<file path="config.mk">
export PLATFORM = sky130hd
export DESIGN_NAME = iw_top
export DESIGN_NICKNAME = d
export VERILOG_FILES = /design/src/logic/iw_pkg.sv /design/src/logic/iw_dispatch.sv /design/src/logic/iw_slot.sv /design/src/logic/iw_scheduler.sv /design/src/logic/iw_top.sv
export SDC_FILE = /design/constraint.sdc
export NUM_CORES = 1
export LEC_CHECK = 0
export BUFFER_PORTS_ARGS = -buffer_cell sky130_fd_sc_hd__buf_2
export CAP_MARGIN = 30
export CORE_ASPECT_RATIO = 1.75
export CORE_MARGIN = 1.5
export CORE_UTILIZATION = 45
export CTS_BUF_LIST = sky130_fd_sc_hd__clkbuf_4 sky130_fd_sc_hd__clkbuf_8
export DETAILED_ROUTE_END_ITERATION = 7
export PLACE_DENSITY = 0.69
export RECOVER_POWER = 100
export SYNTH_ARGS = -nofsm -noshare
export SYNTH_HDL_FRONTEND = slang
export SYNTH_SLANG_ARGS = --single-unit
</file>
<file path="constraint.sdc">
create_clock -name clk -period 6.18 [get_ports clk]
set_clock_uncertainty 0.05 [all_clocks]
set_input_delay 0.618 -clock clk [delete_from_list [all_inputs] [get_ports clk]]
set_output_delay 0.618 -clock clk [all_outputs]
set_load 0.005 [all_outputs]
</file>
<file path="src/logic/iw_pkg.sv">
package iw_pkg;

    // physical register tag, 32 physical registers
    localparam int tag_w = 5;
    // sequence id carried for ordering checks downstream
    localparam int seq_w = 8;
    localparam int op_w  = 4;
    localparam int imm_w = 16;

    // slots in the window unless the top level overrides it
    localparam int default_depth = 8;

    // decoded and renamed instruction, 45 bits
    typedef struct packed {
        logic [seq_w-1:0] seq;
        logic [op_w-1:0]  op;
        logic [tag_w-1:0] src1;
        logic [tag_w-1:0] src2;
        logic             use_src1;
        logic             use_src2;
        logic [tag_w-1:0] dst;
        logic [imm_w-1:0] imm;
    } iw_instr_t;

    // instruction as held in a window slot, 47 bits
    typedef struct packed {
        iw_instr_t instr;
        logic      src1_rdy;
        logic      src2_rdy;
    } iw_entry_t;

    // writeback broadcast from the execution side
    typedef struct packed {
        logic             valid;
        logic [tag_w-1:0] tag;
    } iw_wb_t;

endpackage

</file>
<file path="src/logic/iw_dispatch.sv">
`timescale 1ns/1ps

module iw_dispatch #(
    parameter int num_pregs = 2 ** iw_pkg::tag_w
) (
    input  logic              clk,
    input  logic              rst_n,
    input  logic              in_valid,
    input  iw_pkg::iw_instr_t in_instr,
    output logic              in_ready,
    input  logic              space,
    input  iw_pkg::iw_wb_t    wb,
    output logic              push,
    output iw_pkg::iw_entry_t push_entry
);

    // one bit per physical register, set while a producer is in flight
    logic [num_pregs-1:0] busy;
    logic [num_pregs-1:0] busy_next;

    // window decides whether an entry fits this cycle
    assign in_ready = space;
    assign push     = in_valid && in_ready;

    // entry formation
    // lookup uses the registered scoreboard only, a writeback in this
    // same cycle is picked up by the slot wakeup when the entry loads
    always_comb begin
        push_entry.instr    = in_instr;
        push_entry.src1_rdy = !in_instr.use_src1 || !busy[in_instr.src1];
        push_entry.src2_rdy = !in_instr.use_src2 || !busy[in_instr.src2];
    end

    // scoreboard update, set applied last so it wins over a clear
    always_comb begin
        busy_next = busy;
        if (wb.valid) begin
            busy_next[wb.tag] = 1'b0;
        end
        if (push) begin
            busy_next[in_instr.dst] = 1'b1;
        end
    end

    always_ff @(posedge clk) begin
        if (!rst_n) begin
            busy <= '0;
        end else begin
            busy <= busy_next;
        end
    end

    // renamer only hands out free registers
    // a register freed by a writeback in this very cycle may be reused
    a_dst_not_busy : assert property (
        @(posedge clk) disable iff (!rst_n)
        push |-> (!busy[in_instr.dst] || (wb.valid && wb.tag == in_instr.dst))
    ) else $error("dispatch: destination tag %0h pushed while busy", in_instr.dst);

    // every writeback must match an earlier dispatched destination
    a_wb_was_busy : assert property (
        @(posedge clk) disable iff (!rst_n)
        wb.valid |-> busy[wb.tag]
    ) else $error("dispatch: writeback to tag %0h that is not busy", wb.tag);

endmodule

</file>
<file path="src/logic/iw_slot.sv">
`timescale 1ns/1ps

module iw_slot (
    input  logic              clk,
    input  logic              rst_n,
    input  logic              shift,
    input  logic              load,
    input  logic              clear,
    input  iw_pkg::iw_entry_t above,
    input  logic              above_valid,
    input  iw_pkg::iw_entry_t push_entry,
    input  iw_pkg::iw_wb_t    wb,
    output logic              valid,
    output logic              ready,
    output iw_pkg::iw_entry_t entry
);

    // entry this slot keeps for the next cycle before wakeup
    iw_pkg::iw_entry_t keep;
    // same entry with the writeback applied
    iw_pkg::iw_entry_t woken;

    always_comb begin
        if (load) begin
            keep = push_entry;
        end else if (shift) begin
            keep = above;
        end else begin
            keep = entry;
        end
    end

    // wakeup on a tag match also covers an entry arriving this cycle
    always_comb begin
        woken = keep;
        if (wb.valid && keep.instr.src1 == wb.tag) begin
            woken.src1_rdy = 1'b1;
        end
        if (wb.valid && keep.instr.src2 == wb.tag) begin
            woken.src2_rdy = 1'b1;
        end
    end

    always_ff @(posedge clk) begin
        if (!rst_n) begin
            valid <= 1'b0;
        end else if (load) begin
            valid <= 1'b1;
        end else if (clear) begin
            valid <= 1'b0;
        end else if (shift) begin
            valid <= above_valid;
        end
    end

    // payload follows load, shift or hold with wakeup applied
    always_ff @(posedge clk) begin
        entry <= woken;
    end

    assign ready = valid && entry.src1_rdy && entry.src2_rdy;

    // scheduler drops the shift wherever it places the new entry
    a_no_load_and_shift : assert property (
        @(posedge clk) disable iff (!rst_n)
        !(load && shift)
    ) else $error("slot: load and shift raised together");

endmodule

</file>
<file path="src/logic/iw_scheduler.sv">
`timescale 1ns/1ps

module iw_scheduler #(
    parameter int window_depth = iw_pkg::default_depth
) (
    input  logic                    clk,
    input  logic                    rst_n,
    input  logic [window_depth-1:0] slot_valid,
    input  logic [window_depth-1:0] slot_ready,
    input  iw_pkg::iw_entry_t       slot_entry [window_depth-1:0],
    input  logic                    push,
    output logic                    space,
    output logic [window_depth-1:0] shift,
    output logic [window_depth-1:0] load,
    output logic [window_depth-1:0] clear,
    output logic                    iss_valid,
    output iw_pkg::iw_instr_t       iss_instr,
    input  logic                    iss_ready
);

    localparam int idx_w = $clog2(window_depth);
    localparam int cnt_w = $clog2(window_depth + 1);

    logic [idx_w-1:0]        sel;
    logic [cnt_w-1:0]        count;
    logic [cnt_w-1:0]        load_idx;
    logic                    go;
    logic [window_depth-1:0] valid_inc;

    // lowest index is the oldest, so scan down and keep the last hit
    always_comb begin
        sel = '0;
        for (int i = window_depth - 1; i >= 0; i--) begin
            if (slot_ready[i]) begin
                sel = idx_w'(i);
            end
        end
    end

    always_comb begin
        count = '0;
        for (int i = 0; i < window_depth; i++) begin
            count = count + cnt_w'(slot_valid[i]);
        end
    end

    assign iss_valid = |slot_ready;
    assign iss_instr = slot_entry[sel].instr;
    assign go        = iss_valid && iss_ready;

    // window full only blocks when nothing leaves this cycle
    assign space = !(&slot_valid) || go;

    // first free index once the issued slot has been squeezed out
    assign load_idx = go ? count - 1'b1 : count;

    always_comb begin
        for (int i = 0; i < window_depth; i++) begin
            load[i]  = push && (cnt_w'(i) == load_idx);
            shift[i] = go && (idx_w'(i) >= sel) && !load[i];
            clear[i] = 1'b0;
        end
        // nothing above the top slot to copy down
        clear[window_depth-1] = shift[window_depth-1];
    end

    // all-ones run from bit 0 plus one leaves no overlap
    assign valid_inc = slot_valid + 1'b1;

    a_issue_from_valid : assert property (
        @(posedge clk) disable iff (!rst_n)
        go |-> slot_valid[sel]
    ) else $error("scheduler: issued slot %0d is not valid", sel);

    a_compacted : assert property (
        @(posedge clk) disable iff (!rst_n)
        (valid_inc & slot_valid) == '0
    ) else $error("scheduler: valid slots not contiguous, %b", slot_valid);

endmodule

</file>
<file path="src/logic/iw_top.sv">
`timescale 1ns/1ps

module iw_top #(
    parameter int window_depth = iw_pkg::default_depth,
    parameter int num_pregs    = 2 ** iw_pkg::tag_w
) (
    input  logic              clk,
    input  logic              rst_n,
    input  logic              in_valid,
    input  iw_pkg::iw_instr_t in_instr,
    output logic              in_ready,
    input  iw_pkg::iw_wb_t    wb,
    output logic              iss_valid,
    output iw_pkg::iw_instr_t iss_instr,
    input  logic              iss_ready
);

    logic                    push;
    iw_pkg::iw_entry_t       push_entry;
    logic                    space;
    logic [window_depth-1:0] shift;
    logic [window_depth-1:0] load;
    logic [window_depth-1:0] clear;
    logic [window_depth-1:0] slot_valid;
    logic [window_depth-1:0] slot_ready;
    iw_pkg::iw_entry_t       slot_entry [window_depth-1:0];

    iw_dispatch #(
        .num_pregs (num_pregs)
    ) u_dispatch (
        .clk        (clk),
        .rst_n      (rst_n),
        .in_valid   (in_valid),
        .in_instr   (in_instr),
        .in_ready   (in_ready),
        .space      (space),
        .wb         (wb),
        .push       (push),
        .push_entry (push_entry)
    );

    // collapsing window, slot 0 holds the oldest entry
    for (genvar i = 0; i < window_depth; i++) begin : g_slot
        iw_pkg::iw_entry_t above;
        logic              above_valid;

        if (i == window_depth - 1) begin : g_top
            assign above       = '0;
            assign above_valid = 1'b0;
        end else begin : g_mid
            assign above       = slot_entry[i+1];
            assign above_valid = slot_valid[i+1];
        end

        iw_slot u_slot (
            .clk         (clk),
            .rst_n       (rst_n),
            .shift       (shift[i]),
            .load        (load[i]),
            .clear       (clear[i]),
            .above       (above),
            .above_valid (above_valid),
            .push_entry  (push_entry),
            .wb          (wb),
            .valid       (slot_valid[i]),
            .ready       (slot_ready[i]),
            .entry       (slot_entry[i])
        );
    end

    iw_scheduler #(
        .window_depth (window_depth)
    ) u_scheduler (
        .clk        (clk),
        .rst_n      (rst_n),
        .slot_valid (slot_valid),
        .slot_ready (slot_ready),
        .slot_entry (slot_entry),
        .push       (push),
        .space      (space),
        .shift      (shift),
        .load       (load),
        .clear      (clear),
        .iss_valid  (iss_valid),
        .iss_instr  (iss_instr),
        .iss_ready  (iss_ready)
    );

endmodule

</file>
-- Yosys cells after proc, flatten, opt, wreduce, memory -nomap -nowiden
Cells that the tools add are included.
- register bits after elaboration: 416
- bits in latches: 0
- RAM bits: 0
- memory bits (read-only): 0
- output and inout bits: 47
- word-level logic and storage cells: 278
- memories kept: 0
- add/subtract/negate cells: 8
- multipliers: 0
- divide/modulo/power cells: 0
- $lt $le $gt $ge: 15
- eq/ne operators: 23
- shift operators: 0
- multiplexer cells: 53
- bitwise logic cells: 3
- reduce and logical (&&, ||, !) cells: 87
- operators with widths (cell ; count):
    $mux W47 ; 17
    $bmux W47 S3 ; 1
    $eq A5 B5 Y1 ; 16
    $mux W32 ; 2
    $logic_and A1 B1 Y1 ; 60
    $and A32 B32 Y32 ; 1
    $not A32 Y32 ; 1
    $or A32 B32 Y32 ; 1
    $add A4 B1 Y4 ; 6
    $lt A5 B6 Y1 const B ; 4
    $mux W3 ; 8
    $mux W1 ; 20
    $eq A3 B4 Y1 const A ; 4
    $reduce_bool A2 Y1 ; 8
    $logic_not A1 Y1 ; 13
    $ge A3 B3 Y1 const A ; 4
    $bmux W1 S5 ; 2
    $demux W1 S5 ; 2
    $ge A5 B1 Y1 const B ; 2
    $eq A2 B4 Y1 const A ; 2
    $reduce_and A8 Y1 ; 1
    $reduce_or A8 Y1 ; 1
    $ge A1 B3 Y1 const A ; 2
    $ge A2 B3 Y1 const A ; 2
    7 further kinds ; 9

-- Depth between registers and ports, before layout
- word-level depth: 17
- gate-level depth with buffers: 18
- mapped depth without buffers: 17

-- By module
Synthesis repeated with hierarchy kept, for this count alone.
- cells, all modules: 2353
- area, all modules: 24586.1 µm²
- modules (own cells, without submodules) (module ; times used ; cells each ; area an instance (µm²)):
    iw_slot ; 8 ; 175 ; 2255.9
    iw_scheduler ; 1 ; 694 ; 4214.0
    iw_dispatch ; 1 ; 258 ; 2321.0
    iw_top ; 1 ; 1 ; 3.8

-- Worst setup path before layout
No wires, ideal clock.
- path type: register to register
- start point: reg g_slot[1].u_slot.valid
- end point: reg g_slot[0].u_slot.entry[10] in the netlist's numbering, enable pin
- library setup time: 0.398 ns
- data arrival time: 4.989 ns
- slack: 0.743 ns
- cell stages (with the launch flop): 15
- path buffers: 2
- clock period less this slack: 5.437 ns
- cells stage by stage: dfxtp_1 ha_1 inv_1 fa_1 fa_1 fa_1 fa_1 ha_1 xnor2_1 nor2_1 a2111oi_0 mux2_4 buf_2 buf_2 nand2b_1
- word-level cells in the longest chain between the ends: 14
- RTL lines (element ; RTL line ; text):
    from (decl) ; iw_slot.sv:13 ; output logic valid,
    from (signal assigned) ; iw_slot.sv:52 ; valid <= above_valid;
    $add A1 B1 Y2 ; iw_scheduler.sv:43 ; count = count + cnt_w'(slot_valid[i]);
    $add A4 B1 Y4 (6 in series) ; iw_scheduler.sv:43 ;
    $sub A4 B1 Y4 ; iw_scheduler.sv:55 ; assign load_idx = go ? count - 1'b1 : count;
    $mux W4 ; iw_scheduler.sv:55 ;
    $logic_not A4 Y1 ; iw_scheduler.sv:59 ; load[i] = push && (cnt_w'(i) == load_idx);
    $logic_and A1 B1 Y1 ; iw_scheduler.sv:59 ;
    $logic_not A1 Y1 ; iw_scheduler.sv:60 ; shift[i] = go && (idx_w'(i) >= sel) && !load[i];
    $logic_and A1 B1 Y1 ; iw_scheduler.sv:60 ;
    $reduce_bool A2 Y1 (no line) (*) ; -- ;
    to (signal assigned) ; iw_slot.sv:58 ; entry <= woken;
    to (decl) ; iw_slot.sv:15 ; output iw_pkg::iw_entry_t entry
Mark *: on every way between the ends. The rest lies on a longest branch, timed or not.
A chain may end at the register's enable or synchronous reset.

-- Final worst setup path
- start point: reg g_slot[1].u_slot.valid
- end point: reg g_slot[4].u_slot.entry[36] in the netlist's numbering, enable pin
- word-level cells in the longest chain between the ends: 14
- RTL lines (element ; RTL line):
    $add A1 B1 Y2 ; iw_scheduler.sv:43
    $add A4 B1 Y4 (6 in series) ; iw_scheduler.sv:43
    $sub A4 B1 Y4 ; iw_scheduler.sv:55
    $mux W4 ; iw_scheduler.sv:55
    $eq A3 B4 Y1 ; iw_scheduler.sv:59
    $logic_and A1 B1 Y1 ; iw_scheduler.sv:59
    $logic_not A1 Y1 ; iw_scheduler.sv:60
    $logic_and A1 B1 Y1 ; iw_scheduler.sv:60
    $reduce_bool A2 Y1 (no line) (*) ; --
    to (signal assigned) ; iw_slot.sv:58
    to (decl) ; iw_slot.sv:15
Marked as above.

==> metrics.yaml <==
logic_synthesis:
  synth_cells: 2807
  syn_avg_cell_area_um2: 8.467
  synth-warning-count: 0
  ys_async_sr_fraction_pct: 0
  synth_area_um2: 23770
  syn_nets: 2870
  synthFlopType: "edfxtp_1"
  seq_area_frac_synth_pct: 46.83
  synth_cell_type_count: 81
  synth_enable_flop_cells: 280
  synth_seq_cells: 416
pwr:
  leakagePower_nw: 9.679
  pwr_density_cell_nw_per_um2: 657.6
  power_frac_comb_pct: 52.2
  seqPwrFrac_pct: 33.9
  power_w: 0.01691
  switchingPower_w: 0.008029
  intPower_w: 0.008878
  p_sw_share_pct: 47.49
  ir_drop_v: 0.0005605
  power_frac_clock_pct: 13.9
die:
  core_area_um2: 52220
  initial_utilization_pct: 45.51
  die_y_um: 307.0
  num_rows: 111
  die-area_um2: 54260
  die_w_um: 176.7
  pin_count: 102
grt:
  grt_pass1_vias: 21940
  gr-total-overflow: 0
  grt_max_degree: 95
  track_usage_pct: 31.65
  grt_pass1_wl_um: 130100
  grt_antenna_before_repair: 7
placed_design:
  placed_area_um2: 24700
  placed_cells: 3386
  port_buffers: 101
  dp_hpwl_um: 56680
  gp_congestion: 0.9774
timing:
  slew-limit-headroom_pct: -4.904
  maxSlewViolCount: 66
  post-route-period-util_pct: 94.96
  fmax_ghz: 0.1704
  tns_ns: 0
  setup-violations-final: 0
  worst_pin_slew_ns: 1.574
  hold_viol_final: 0
  rsz0062_at_grt: "no"
  hold_ws_ns: 0.2866
  fin_crit_ns: 5.868
clock_tree:
  clock-sinks: 416
  worstSkewPairLatency_ns: 0.69
  cts_buffer_depth: 3
  cts.repair.resized: 0
  postCtsSetupBuffers: 0
  cts_made_buffers: 61
  cts_tree: "built"
  htreeDepth: 2
  cts_root_buf: "clkbuf_8"
  cts_hold_buf: 0
  clkSlewWorstSetupHoldPaths_ns: 0.07
layout:
  final_cell_area_um2: 25710
  final_nets: 2835
  area_delta_synth_final_pct: 8.181
  instances_no_fill: 3499
  mostFrequentLayoutCell: "nand2_1"
  final_cell_mix: "869 x nand2_1, 299 x nand3_1, 299 x o21ai_0"
  drive_gt1_share_pct: 10.46
worst_setup_path:
  crit_family: "adder cells"
  required_ns: 6.42
  crit_slowest_cell: "buf_2"
  critical_path_arrival_ns: 6.11
  critPathCaptureType: "flop"
  critPathBufInv: 2
  worstPathCellList: "ha_1 -> inv_1 -> fa_1 -> fa_1 -> fa_1 -> fa_1 -> ha_1 -> nand2_1 -> a311oi_1 -> nand3b_1 -> and2_4 -> nand2_2 -> buf_2"
  cp_common_cell: "fa_1"
  worstSetupStartpointType: "flop"
  worst-setup-path-type: "flop to flop"
  critPathMaxFanout: 35
  slowest_delay_ns: 0.92
detailed_routing:
  avgViaCountPerCell: 6.270
  drt-total-wl_um: 86230
  ant_nets: 0
  vias: 21940
  wire_per_inst_um: 24.64
  drc: 0
  detail_route.iter0.violations: 2586
  firstDrtPassIters: 6
status:
  violations: "max-capacitance violations, max-slew violations"
  status: "complete, but fails checks"
min_path:
  min_path_type: "primary input to flop"
run:
  cap_violations: 1
-- area by class of cell --
type / instances / area (um^2)
multi-input combinational: 2096 / 11390
inverter: 39 / 146.4
antenna: 1 / 2.502
clock buffer: 96 / 1146
clock inverter: 15 / 108.9
fill: 4982 / 26510
sequential: 416 / 11130
tap: 678 / 848.3
timing repair buffer: 158 / 942.2
-- worst paths after layout --
kind	start	to	slack (ns)	cells after the start
worst max-delay path	g_slot[1].u_slot.valid	g_slot[4].u_slot.entry[36]	0.31	13
worst min register to register	u_dispatch.busy[6]	u_dispatch.busy[6]	0.45	2
worst max register to register	g_slot[1].u_slot.valid	g_slot[4].u_slot.entry[36]	0.31	13
worst min-delay path	in_instr[25]	g_slot[3].u_slot.entry[27]	0.29	3
-- routing by layer --
layer	track usage [%]	up-vias	wire length [um]	share of wire, %
li1	-	9721	-	-
met3	5.057	452	7255	8.4
met1	34.18	10350	29090	34
met2	55.49	1415	42790	50
met5	0	-	29	0.034
met4	23.06	4	7067	8.2
-- sequential cells by signal, indices dropped and copies added (netlist names) --
name,cells
u_dispatch.busy,32
g_slot.u_slot.entry,376
g_slot.u_slot.valid,8
-- per-stage QoR --
step           setup slack (ns)  utilization, %
2_1_floorplan            0.7433               -
3_3_place_gp             0.8287           47.16
3_5_place_dp             0.7096           47.30
4_1_cts                  0.6730           49.71
5_1_grt                  0.1860           49.24
6_report                 0.3117           49.24
-- worst register-to-register path, stage by stage (launching register included) --
cell,delay (ns)
dfxtp_1,0.35
ha_1,0.29
inv_1,0.05
fa_1,0.51
fa_1,0.44
fa_1,0.44
fa_1,0.62
ha_1,0.35
nand2_1,0.07
a311oi_1,0.53
nand3b_1,0.40
and2_4,0.36
nand2_2,0.08
buf_2,0.92
-- power by group through the flow --
stage / Combinational (W) / Clock, W / Sequential (W)
floorplan: 0.00603 / 0 / 0.00549
global placement: 0.00873 / 0 / 0.00570
detailed placement: 0.00900 / 0 / 0.00574
CTS: 0.00903 / 0.00237 / 0.00569
global route: 0.00956 / 0.00247 / 0.00585
finish: 0.00883 / 0.00235 / 0.00573
-- cells by family (layout without fill, tap and decap cells) --
logic type / after synthesis / after routing / synth area share [%]
buf+inv: 295 / 308 / 5.170
simple gates: 1369 / 1369 / 24.77
flops: 416 / 416 / 46.83
mux: 82 / 82 / 4.638
other cells: 0 / 1 / 0
fa+ha+maj: 8 / 8 / 0.5475
compound gates: 574 / 574 / 15.72
xor+xnor: 63 / 63 / 2.322
-- cells in the mapped netlist, types with 43 or more instances --
| cell | count | share of area (%) |
|---|---|---|
| a21oi_1 | 46 | 0.97 |
| a22o_1 | 71 | 2.6 |
| buf_2 | 43 | 0.91 |
| clkbuf_1 | 168 | 2.7 |
| dfxtp_1 | 136 | 11 |
| edfxtp_1 | 280 | 35 |
| mux2i_1 | 52 | 2.2 |
| nand2_1 | 874 | 14 |
| nand3_1 | 298 | 6.3 |
| nor2_1 | 74 | 1.2 |
| o21ai_0 | 286 | 6.0 |
| xnor2_1 | 45 | 1.7 |
No activity file was read; power rests on OpenSTA's default activity.
